`config.mk`:
```
export PLATFORM = sky130hd
export DESIGN_NAME = prf_ready_table
export DESIGN_NICKNAME = d
export VERILOG_FILES = /design/src/logic/rv_isa_pkg.sv /design/src/logic/issue_pkg.sv /design/src/logic/prf_ready_table.sv
export VERILOG_INCLUDE_DIRS = /design/src /design/src/logic
export SDC_FILE = /design/constraint.sdc
export NUM_CORES = 1
export LEC_CHECK = 0
export BUFFER_PORTS_ARGS = -buffer_cell sky130_fd_sc_hd__buf_2
export CAP_MARGIN = 30
export CORE_AREA = 2 2 134 136
export DETAILED_ROUTE_END_ITERATION = 10
export DIE_AREA = 0 0 136 138
export GPL_TIMING_DRIVEN = 0
export PLACE_DENSITY = 0.61
export SKIP_LAST_GASP = 1
export SYNTH_ARGS = -nofsm -noshare
export SYNTH_HDL_FRONTEND = slang
export SYNTH_SLANG_ARGS = --single-unit
```
`constraint.sdc`:
```
create_clock -name clk -period 2.4 [get_ports clk]
set_clock_uncertainty 0.1 [all_clocks]
set_input_delay 0.36 -clock clk [delete_from_list [all_inputs] [get_ports clk]]
set_output_delay 0.36 -clock clk [all_outputs]
set_load 0.05 [all_outputs]
```
`src/logic/ooo_issue_config.svh`:
```
`ifndef OOO_ISSUE_CONFIG_SVH
`define OOO_ISSUE_CONFIG_SVH

// Reservation station depth
`define RS_ENTRIES 16

// Physical register file size
`define PHY_REGS 64

// Reorder buffer size, sets the ROB tag width
`define ROB_ENTRIES 16

// Dispatch age counter width
`define AGE_W 32

// Address and immediate width
`define XLEN 32

`endif

```
`src/logic/rv_isa_pkg.sv`:
```
`default_nettype none

`include "ooo_issue_config.svh"

// RISC-V instruction fields as they travel through the issue stage
package rv_isa_pkg;

    // Major opcode, bits 6:0 of the encoding
    typedef logic [6:0] opcode_t;

    // Minor function fields
    typedef logic [2:0] funct3_t;
    typedef logic [6:0] funct7_t;

    // Instruction address, also used for predicted branch targets
    typedef logic [`XLEN-1:0] xaddr_t;

    // Immediate after sign extension at decode
    typedef logic [`XLEN-1:0] imm_t;

endpackage

`default_nettype wire

```
`src/logic/issue_pkg.sv`:
```
`default_nettype none

`include "ooo_issue_config.svh"

// Types shared by the reservation station blocks
package issue_pkg;

    typedef logic [$clog2(`PHY_REGS)-1:0]    preg_t;
    typedef logic [$clog2(`ROB_ENTRIES)-1:0] rob_id_t;
    typedef logic [$clog2(`RS_ENTRIES)-1:0]  slot_t;
    // One extra bit so a full station (16) fits
    typedef logic [$clog2(`RS_ENTRIES):0]    count_t;
    typedef logic [`AGE_W-1:0]               age_t;

    // Renamed instruction payload
    typedef struct packed {
        rv_isa_pkg::xaddr_t  addr;
        rv_isa_pkg::opcode_t opcode;
        rv_isa_pkg::funct3_t funct3;
        rv_isa_pkg::funct7_t funct7;
        preg_t               rs1;
        preg_t               rs2;
        preg_t               rd;
        rv_isa_pkg::imm_t    imm;
        logic                predict_taken;
        rv_isa_pkg::xaddr_t  predict_target;
        rob_id_t             rob_id;
    } uop_t;

    typedef struct packed {
        logic valid;
        uop_t uop;
    } dispatch_t;

    // One station slot, age is the dispatch order stamp
    typedef struct packed {
        logic valid;
        uop_t uop;
        age_t age;
    } rs_entry_t;

    typedef struct packed {
        logic valid;
        uop_t uop;
    } issue_t;

    typedef struct packed {
        logic  valid;
        preg_t preg;
    } wb_t;

    // Slot handed back to the free list after issue
    typedef struct packed {
        logic  valid;
        slot_t slot;
    } release_t;

endpackage

`default_nettype wire

```
`src/logic/prf_ready_table.sv`:
```
`default_nettype none

`include "ooo_issue_config.svh"

module prf_ready_table (
    input  wire logic                 clk,
    input  wire logic                 rst,
    input  wire issue_pkg::dispatch_t dispatch_0,
    input  wire issue_pkg::dispatch_t dispatch_1,
    input  wire issue_pkg::wb_t       wb,
    output logic [`PHY_REGS-1:0]      ready_bits
);

    logic [`PHY_REGS-1:0] ready_q;

    // All registers hold committed values out of reset
    always_ff @(posedge clk or posedge rst) begin
        if (rst) begin
            ready_q <= '1;
        end else begin
            if (wb.valid) begin
                ready_q[wb.preg] <= 1'b1;
            end
            // Clears come last so a new producer beats a stale writeback
            if (dispatch_0.valid) begin
                ready_q[dispatch_0.uop.rd] <= 1'b0;
            end
            if (dispatch_1.valid) begin
                ready_q[dispatch_1.uop.rd] <= 1'b0;
            end
        end
    end

    assign ready_bits = ready_q;

endmodule

`default_nettype wire

```
==> results.sh <==
export IMPL_synth_edf_count=0
export IMPL_rsz0062_at_grt="false"
export IMPL_grt_overflow=0
export IMPL_drc_errors=0
export IMPL_ant_nets=0
export IMPL_first_global_vias=3557
export IMPL_period_needed_ns=1.66
export IMPL_whs_ns=0.334
export IMPL_core_sq_mm=0.0175
export IMPL_grt_first_pass_wirelength_mm=22.1
export IMPL_cp_required_ns=2.49
export IMPL_wl_per_cell_microns=22.7
export IMPL_synthSimpleGateAreaFrac_pct=20.1
export IMPL_ys_warnings_count=0
export IMPL_insertion_delay_ns=0.32
export IMPL_critPathBufInv=1
export IMPL_hold_path_depth=3
export IMPL_finalPower_w=0.00458
export IMPL_synthMuxAreaShare_pct=0
export IMPL_cts_sinks=64
export IMPL_cp_arrival_ns=1.75
export IMPL_worstPathCellList="clkbuf_2 > nand2b_1 > nor2_1 > a221oi_1"
export IMPL_maxCapViolations=0
export IMPL_setup_violations=0
export IMPL_finalCritPeriodShare_pct=69.2
export IMPL_clockBufferDepth=2
export IMPL_drv_slew=0
export IMPL_final_hold_violation_count=0
export IMPL_status="finished clean"
export IMPL_fillers=1907
export IMPL_drive_gt1_share_pct=53.6
export IMPL_reg2reg_from="ready_bits[55]"
export IMPL_gr_usage_all_layers_pct=15.6
export IMPL_gp_congestion=0.948
export IMPL_critPathMaxStageDelay_ns=0.77
export IMPL_synthFlopType="dfstp_2"
export IMPL_path_max_fanout=9
export IMPL_first_iter_violations=253
export IMPL_ys_ff_latch=64
export IMPL_dp_hpwl_mm=11.3
export IMPL_r2r_cells=2
export IMPL_crit_cells=4
export IMPL_synth_xor_area_share_pct=0
export IMPL_path_clk_slew_ns=0.06
export IMPL_num_rows=49
export IMPL_largest_reg_flops=64
export IMPL_fin_tns_setup_ns=0
export IMPL_synth_top_family_by_area="compound AO/OA/AOI/OAI gates"
export IMPL_min_from="dispatch_0[69]"
export IMPL_seq_area_sq_mm=0.00168
export IMPL_ys_types=43
export IMPL_dieArea_sq_mm=0.0188
export IMPL_start_kind="input port"
export IMPL_avgSynthCellArea_sq_um=11.1
export IMPL_routed_via_density=5.34
export IMPL_relSlewSlack_pct=32.9
export IMPL_yosysSeqAreaShare_pct=46.9
export IMPL_path_class="input port to flop"
export IMPL_ios=347
export IMPL_final_nets=691
export IMPL_synthesis_nets=605
export IMPL_hold_buffers=0
export IMPL_setup_worst_path_start="dispatch_0[72]"
export IMPL_cts_setup_buffers=0
export IMPL_synthAdderAreaFrac_pct=0
export IMPL_die_w_microns=136
export IMPL_final_core_util_pct=26.1
export IMPL_hp_class="input port to flop"
export IMPL_syn_instance_count=322
export IMPL_syn_cell_area_sq_mm=0.00358
export IMPL_ir_drop_mv=0.483
export IMPL_cp_slowest_cell="nor2_1"
export IMPL_tightestPinTransition_ns=1.00
export IMPL_cts_root_buf="clkbuf_16"
export IMPL_start_util_pct=20.4
export IMPL_routed_wirelength_mm=14.5
export IMPL_chipHeight_microns=138
export IMPL_areaGrowthSynthToFinish_pct=27.9
export IMPL_antenna_found_initial=0
export IMPL_worstSetupEndpointType="flop"
export IMPL_multiInputGateArea_sq_mm=0.00172
export IMPL_power_per_cell_area_mw_per_mm2=999
export IMPL_diodes=0
export IMPL_cts_buffers=9
export IMPL_num_vias=3424
export IMPL_synthArstFlopShare_pct=100
export IMPL_fmax_mhz=602
export IMPL_path_delay_family="simple AND/OR/NAND/NOR gates"
export IMPL_htreeDepth=3
export IMPL_cts_resized=0
export IMPL_leakage_nw=1.87
export IMPL_synth_compound_area_share_pct=27.9
export IMPL_cts_tree="built"
export IMPL_grt_max_degree=38
export IMPL_io_buffer_count=74
export IMPL_drt_first_pass_iters=5
path summary, 6_finish.rpt:
check	endpoint	slack, ns
hold reg to reg	ready_bits[61]	0.43
setup reg to reg	ready_bits[55]	1.32
setup / recovery	ready_bits[33]	0.74
min in group asynchronous	ready_bits[56]	0.38
max in group asynchronous	ready_bits[44]	1.49
hold / removal	ready_bits[56]	0.33
final cells by class:
type	count	area share (%)
clock inverter	3	1.42
tap	229	6.25
clock buffer	12	5.60
timing repair buffer	75	8.52
buffer	24	3.52
inverter	6	0.491
sequential	64	36.7
multi-input combinational	228	37.5
cells by family (layout without fill, tap and decap cells):
logic type	Yosys count	after routing
buf+inv	30	120
simple gates	100	100
compound gates	128	128
flops	64	64
synth_stat cells, drive strengths merged, types with 3 or more instances:
cell type | instances | area [sq um]
dfstp | 64 | 1680
a221oi | 55 | 563
a21oi | 54 | 289
nor2 | 29 | 116
buf | 22 | 151
nor3 | 15 | 118
a211oi | 8 | 65.1
a31oi | 8 | 50.1
nand2 | 8 | 30.0
nand2b | 8 | 50.1
nor3b | 8 | 103
and3b | 6 | 53.8
inv | 6 | 22.5
nor2b | 5 | 31.3
and4b | 4 | 45.0
and4bb | 4 | 53.8
and3 | 3 | 18.8
tightest hold or removal path, stage by stage:
cell and delay [ns]:
buf_2 0.15, nor3_1 0.14, a221oi_1 0.10
per-layer routing:
layer  track usage [%]  routed length (microns)  vias to the layer above
li1                  -                        -                     1457
met3              3.48                     1080                       32
met1              20.0                     5930                     1752
met2              24.8                     6980                      183
met4              7.07                      563                        0
met5                 0                        0                        -
where the power goes:
part	leakage, nW	internal (W)	total [W]	switching (W)
logic	1.04	0.000362	0.00154	0.00118
registers	0.668	0.00145	0.00161	0.000164
clock network	0.159	0.000959	0.00143	0.000472
per-stage QoR:
| step | std cells | setup WS [ns] | area, sq um |
|---|---|---|---|
| floorplan | 322 | 0.796 | 3580 |
| global placement | 625 | 0.213 | 4240 |
| detailed placement | 626 | 0.476 | 4260 |
| CTS | 641 | 0.759 | 4580 |
| global route | 641 | 0.708 | 4580 |
| finish | 641 | 0.740 | 4580 |
layout by cell type, fill, tap and decap left out, types with 8 or more instances in the layout:
cell type / netlist / final
a21oi_1: 49 / 49
a221oi_1: 42 / 42
a221oi_2: 13 / 13
a31oi_1: 8 / 8
buf_2: 13 / 87
clkbuf_16: 0 / 9
dfstp_2: 64 / 64
nand2_1: 8 / 8
nand2b_1: 8 / 8
nor2_1: 26 / 26
nor3_1: 9 / 9
Note: power is estimated with default switching activity, not from simulation.
