$ cat config.mk
export PLATFORM = sky130hd
export DESIGN_NAME = rs_free_list
export DESIGN_NICKNAME = d
export VERILOG_FILES = /design/src/logic/rv_isa_pkg.sv /design/src/logic/issue_pkg.sv /design/src/logic/rs_free_list.sv
export VERILOG_INCLUDE_DIRS = /design/src /design/src/logic
export SDC_FILE = /design/constraint.sdc
export NUM_CORES = 1
export LEC_CHECK = 0
export BUFFER_PORTS_ARGS = -buffer_cell sky130_fd_sc_hd__buf_2
export CORE_UTILIZATION = 61
export CTS_CLUSTER_SIZE = 20
export DETAILED_ROUTE_END_ITERATION = 8
export PLACE_DENSITY_LB_ADDON = 0.1
export SYNTH_ARGS = -nofsm -noshare
export SYNTH_HDL_FRONTEND = slang
export SYNTH_SLANG_ARGS = --single-unit
$ cat constraint.sdc
create_clock -name clk -period 5.3 [get_ports clk]
set_input_delay 0.53 -clock clk [delete_from_list [all_inputs] [get_ports clk]]
set_output_delay 0.53 -clock clk [all_outputs]
set_load 0.05 [all_outputs]
$ cat src/logic/ooo_issue_config.svh
`ifndef OOO_ISSUE_CONFIG_SVH
`define OOO_ISSUE_CONFIG_SVH

// Reservation station depth
`define RS_ENTRIES 16

// Physical register file size
`define PHY_REGS 64

// Reorder buffer size, sets the ROB tag width
`define ROB_ENTRIES 16

// Dispatch age counter width
`define AGE_W 32

// Address and immediate width
`define XLEN 32

`endif

$ cat src/logic/rv_isa_pkg.sv
`default_nettype none

`include "ooo_issue_config.svh"

// RISC-V instruction fields as they travel through the issue stage
package rv_isa_pkg;

    // Major opcode, bits 6:0 of the encoding
    typedef logic [6:0] opcode_t;

    // Minor function fields
    typedef logic [2:0] funct3_t;
    typedef logic [6:0] funct7_t;

    // Instruction address, also used for predicted branch targets
    typedef logic [`XLEN-1:0] xaddr_t;

    // Immediate after sign extension at decode
    typedef logic [`XLEN-1:0] imm_t;

endpackage

`default_nettype wire

$ cat src/logic/issue_pkg.sv
`default_nettype none

`include "ooo_issue_config.svh"

// Types shared by the reservation station blocks
package issue_pkg;

    typedef logic [$clog2(`PHY_REGS)-1:0]    preg_t;
    typedef logic [$clog2(`ROB_ENTRIES)-1:0] rob_id_t;
    typedef logic [$clog2(`RS_ENTRIES)-1:0]  slot_t;
    // One extra bit so a full station (16) fits
    typedef logic [$clog2(`RS_ENTRIES):0]    count_t;
    typedef logic [`AGE_W-1:0]               age_t;

    // Renamed instruction payload
    typedef struct packed {
        rv_isa_pkg::xaddr_t  addr;
        rv_isa_pkg::opcode_t opcode;
        rv_isa_pkg::funct3_t funct3;
        rv_isa_pkg::funct7_t funct7;
        preg_t               rs1;
        preg_t               rs2;
        preg_t               rd;
        rv_isa_pkg::imm_t    imm;
        logic                predict_taken;
        rv_isa_pkg::xaddr_t  predict_target;
        rob_id_t             rob_id;
    } uop_t;

    typedef struct packed {
        logic valid;
        uop_t uop;
    } dispatch_t;

    // One station slot, age is the dispatch order stamp
    typedef struct packed {
        logic valid;
        uop_t uop;
        age_t age;
    } rs_entry_t;

    typedef struct packed {
        logic valid;
        uop_t uop;
    } issue_t;

    typedef struct packed {
        logic  valid;
        preg_t preg;
    } wb_t;

    // Slot handed back to the free list after issue
    typedef struct packed {
        logic  valid;
        slot_t slot;
    } release_t;

endpackage

`default_nettype wire

$ cat src/logic/rs_free_list.sv
`default_nettype none

`include "ooo_issue_config.svh"

module rs_free_list (
    input  wire logic                clk,
    input  wire logic                rst,
    input  wire logic                flush,
    input  wire logic                alloc_0,
    input  wire logic                alloc_1,
    input  wire issue_pkg::release_t slot_release,
    output issue_pkg::slot_t         free_slot_0,
    output issue_pkg::slot_t         free_slot_1,
    output issue_pkg::count_t        free_count
);

    logic [`RS_ENTRIES-1:0] free_q;
    logic [`RS_ENTRIES-1:0] free_rest;
    issue_pkg::slot_t       first_free;
    issue_pkg::slot_t       second_free;
    issue_pkg::count_t      count_q;

    // Priority encoder where the lowest set bit wins
    function automatic issue_pkg::slot_t lowest_set(input logic [`RS_ENTRIES-1:0] vec);
        issue_pkg::slot_t idx;
        idx = '0;
        for (int i = `RS_ENTRIES - 1; i >= 0; i--) begin
            if (vec[i]) begin
                idx = issue_pkg::slot_t'(i);
            end
        end
        return idx;
    endfunction

    always_comb begin
        first_free            = lowest_set(free_q);
        free_rest             = free_q;
        free_rest[first_free] = 1'b0;
        second_free           = lowest_set(free_rest);
    end

    assign free_slot_0 = first_free;
    // A lone dispatch on port 1 gets the lowest slot
    assign free_slot_1 = alloc_0 ? second_free : first_free;

    always_ff @(posedge clk or posedge rst) begin
        if (rst) begin
            free_q  <= '1;
            count_q <= issue_pkg::count_t'(`RS_ENTRIES);
        end else if (flush) begin
            free_q  <= '1;
            count_q <= issue_pkg::count_t'(`RS_ENTRIES);
        end else begin
            if (alloc_0) begin
                free_q[free_slot_0] <= 1'b0;
            end
            if (alloc_1) begin
                free_q[free_slot_1] <= 1'b0;
            end
            // A released slot is busy and never collides with an allocation
            if (slot_release.valid) begin
                free_q[slot_release.slot] <= 1'b1;
            end
            count_q <= count_q
                     - issue_pkg::count_t'(alloc_0)
                     - issue_pkg::count_t'(alloc_1)
                     + issue_pkg::count_t'(slot_release.valid);
        end
    end

    assign free_count = count_q;

endmodule

`default_nettype wire

==> metrics.md <==
| Metric | Value |
|---|---|
| Synth async-reset ratio | 100% |
| Max Cap Viol | 0 |
| PortBufs | 22 |
| Ant diodes | 0 |
| Worst-Margin Slew | just under 0.9 ns |
| Clk root buf | clkbuf_4 |
| Main area contributors after synthesis | dfstp_2, a21oi_1, o21ai_0 |
| FF/Latch Area | 547 µm² |
| Pint | 298 µW |
| RSZ-0062 raised after global routing | no |
| Core Footprint | ~3400 µm² |
| Largest net degree at the start of global routing | 23 |
| Synth top area share | 20.5% |
| Sw Share | between 40% and 50% |
| Pins Over Slew Limit | 0 |
| Final critical-path required period | approximately 4.1 ns |
| Iteration-0 DRC Markers | 344 |
| Count leader, synth | a21oi_1 |
| Tightest Hold Check Type | input pin to async pin |
| Sequential share of power | 38.3% |
| Starting density of the core | between 60 and 70% |
| Mapped cell area | 2180 µm² |
| # fillers | 280 |
| Setup CP Type | flip-flop to output pin |
| Area growth syn-to-layout | 6.65% |
| Initial antenna violation count | 0 |
| Maximum VDD drop | 0.000317 V |
| Main flop type after synthesis | dfstp_2 |
| Hpwl dp | 4630 µm |
| RR Endpoint | free_q[3]$_DFF_PP1_ |
| Number of setup buffers added after CTS | 0 |
| DP Worst Slack | 1.65 ns |
| Worst Setup EP | free_slot_1[1] |
| Final Non-Filler Cells | 339 |
| Status | completed |
| Clk_skew | 0.00630 ns |
| DR WL/cell | ~18 µm |
| Clk sinks | 21 |
| Reg2reg path depth | 8 |
| Final Hold Violating Endpoints | 0 |
| Register area share after synthesis | 25.0% |
| Global-route wire length before repair | 9560 µm |
| Via count | between 2000 and 2500 |
| Mapped Cells | 282 |
| Startpoint types | flip-flop |
| FF+latch count, synth | 21 |
| Endpoints failing setup | 0 |
| Ys Warns | 0 |
| Leading area contributor after synthesis | dfstp_2 |
| Req. time, crit path | 4.77 ns |
| Die width | 61.8 µm |
| Num ports | 23 |
| Proportion of layout cells with a drive suffix above 1 | 20.8% |
| R2r setup slk | 1.91 ns |
| # DRC | 0 |
| DIE AREA | around 3800 µm² |
| H-tree level count | 1 |
| TNS Setup | 0 ns |
| P_sw | 245 µW |
| Final wirelength | 6090 µm |
| Critical path startpoint | free_q[3]$_DFF_PP1_ |
| Rows | 21 |
| Syn nets | approximately 300 |
| CTS Hold Bufs | 0 |
| Vias in the first global route | between 2000 and 2500 |
| Clock latency on the worst-skew pair | between 0.3 and 0.4 ns |
| Clock transition at path regs | between 0.1 and 0.15 ns |
| CTS tree | built |
| GRT Total Usage | between 30% and 40% |
| Power Density | 233 nW/µm² |
| GRT overflow | 0 |
| Final Core Density | between 60% and 70% |
| Placed standard-cell area | 2300 µm² |
| GPL Wtd Cong | just under 1 |
| Drt first pass iters | 5 |
| Clock power share | 14.7% |
| Fmax | 0.244 GHz |
| Top cells by count, synth | a21oi_1, o21ai_0, nand2_1 |
| Final WS setup | 1.20 ns |
| Lkg Pwr | between 0.0009 and 0.001 µW |
| Die Height | a little over 60 µm |
| Comb pwr share | 47.0% |
| Cts repair resizes | 0 |
| CP arrival | ~3.6 ns |
| Area of the multi-input gates | between 1500 and 2000 µm² |
| Post-synth EDFFs | 0 |
| R2r startpoint | free_q[3]$_DFF_PP1_ |
| CP endpoint kind | output pin |
| Rel. slew slack | 40.5% |
| Syn Area/Cell | around 7.7 µm² |
| Worst-path maximum fanout | 12 |
| Placed insts | 335 |
| Via density | between 6 and 7 |
| CTS buffer count | 3 |
| Tcrit/Tclk final | 77.4% |
| CTS Buffer Depth | 2 |
| Detail Route Antenna Nets | 0 |
| Final #Nets | 311 |
| Library cells used by synthesis | 64 |
| Design Area, Final | 2330 µm² |
## registers in the layout, indices dropped and copies added, names as in the netlist
register / count
free_count: 5
free_q: 16
## worst min-delay path by stage
stage / startpoint / to / cells after the start
after global routing: rst / free_count[2]$_DFF_PP0_ / 2
final: rst / free_count[2]$_DFF_PP0_ / 2
after CTS: rst / free_count[2]$_DFF_PP0_ / 2
after global placement: free_q[14]$_DFF_PP1_ / free_q[14]$_DFF_PP1_ / 2
after detailed placement: free_q[14]$_DFF_PP1_ / free_q[14]$_DFF_PP1_ / 2
after floorplan: rst / free_count[0]$_DFF_PP0_ / 1
## cell families (layout without fill, tap and decap cells)
family	count (synthesis)	in the layout	share of synthesized area, %
AOI/OAI and AO/OA	115	115	37.0
and+or+nand+nor	101	101	25.6
buffers and inverters	34	45	6.02
DFF	21	21	25.0
adders and majority gates	7	7	4.70
xor gates and xnor gates	3	3	1.20
muxes	1	1	0.458
## cell type report
type / count / area share (%)
timing repair buffer: 24 / 5.37
clock buffer: 3 / 0.967
sequential: 21 / 23.5
inverter: 17 / 2.74
multi-input combinational: 227 / 64.6
tap: 46 / 2.47
clock inverter: 1 / 0.322
## per-layer routing
layer,GRT usage (%),routed length (µm)
met4,18.4,253
met5,0,0
met2,53.6,2830
met1,47.5,2520
met3,4.55,485
## worst max-delay path, stage by stage (launching register included)
cell      delay [ns]
dfstp_2         0.44
or4_1           0.73
nor3_1          0.40
o21ai_0         0.28
a21oi_1         0.36
o211ai_1        0.14
o211a_1         0.30
inv_1           0.28
buf_2           0.33
## through the flow
| stage | hold slack [ns] | total power, µW |
|---|---|---|
| 2_1_floorplan | 0.494 | 404 |
| 3_3_place_gp | 0.559 | 456 |
| 3_5_place_dp | 0.573 | 463 |
| 4_1_cts | 0.337 | 542 |
| 5_1_grt | 0.377 | 577 |
| 6_report | 0.331 | 542 |
## power groups by stage
stage | Combinational, µW | Clock [µW] | Sequential (µW)
after floorplan | 164 | 0 | 240
after global placement | 247 | 0 | 209
after detailed placement | 254 | 0 | 209
after CTS | 255 | 79.8 | 207
after global routing | 280 | 86.3 | 210
final | 255 | 80.0 | 208
## cell usage in the layout (no fill, tap or decap), types with 3 or more instances in the layout
cell	n
nor3_1	3
ha_1	5
buf_2	22
a21o_1	6
or4_1	6
clkbuf_4	3
a21oi_1	24
nand2b_1	4
or2_2	4
o31ai_1	3
a22oi_1	10
dfstp_2	17
inv_1	16
o21ai_0	22
nand3_1	7
o211ai_1	3
and3_1	11
and2_0	3
a31oi_1	7
o21a_1	4
nor2_1	18
dfrtp_1	4
a41oi_1	4
o2111a_1	3
nor2b_1	7
nor4_1	6
nand2_1	21
(Power assumes the default switching activity.)
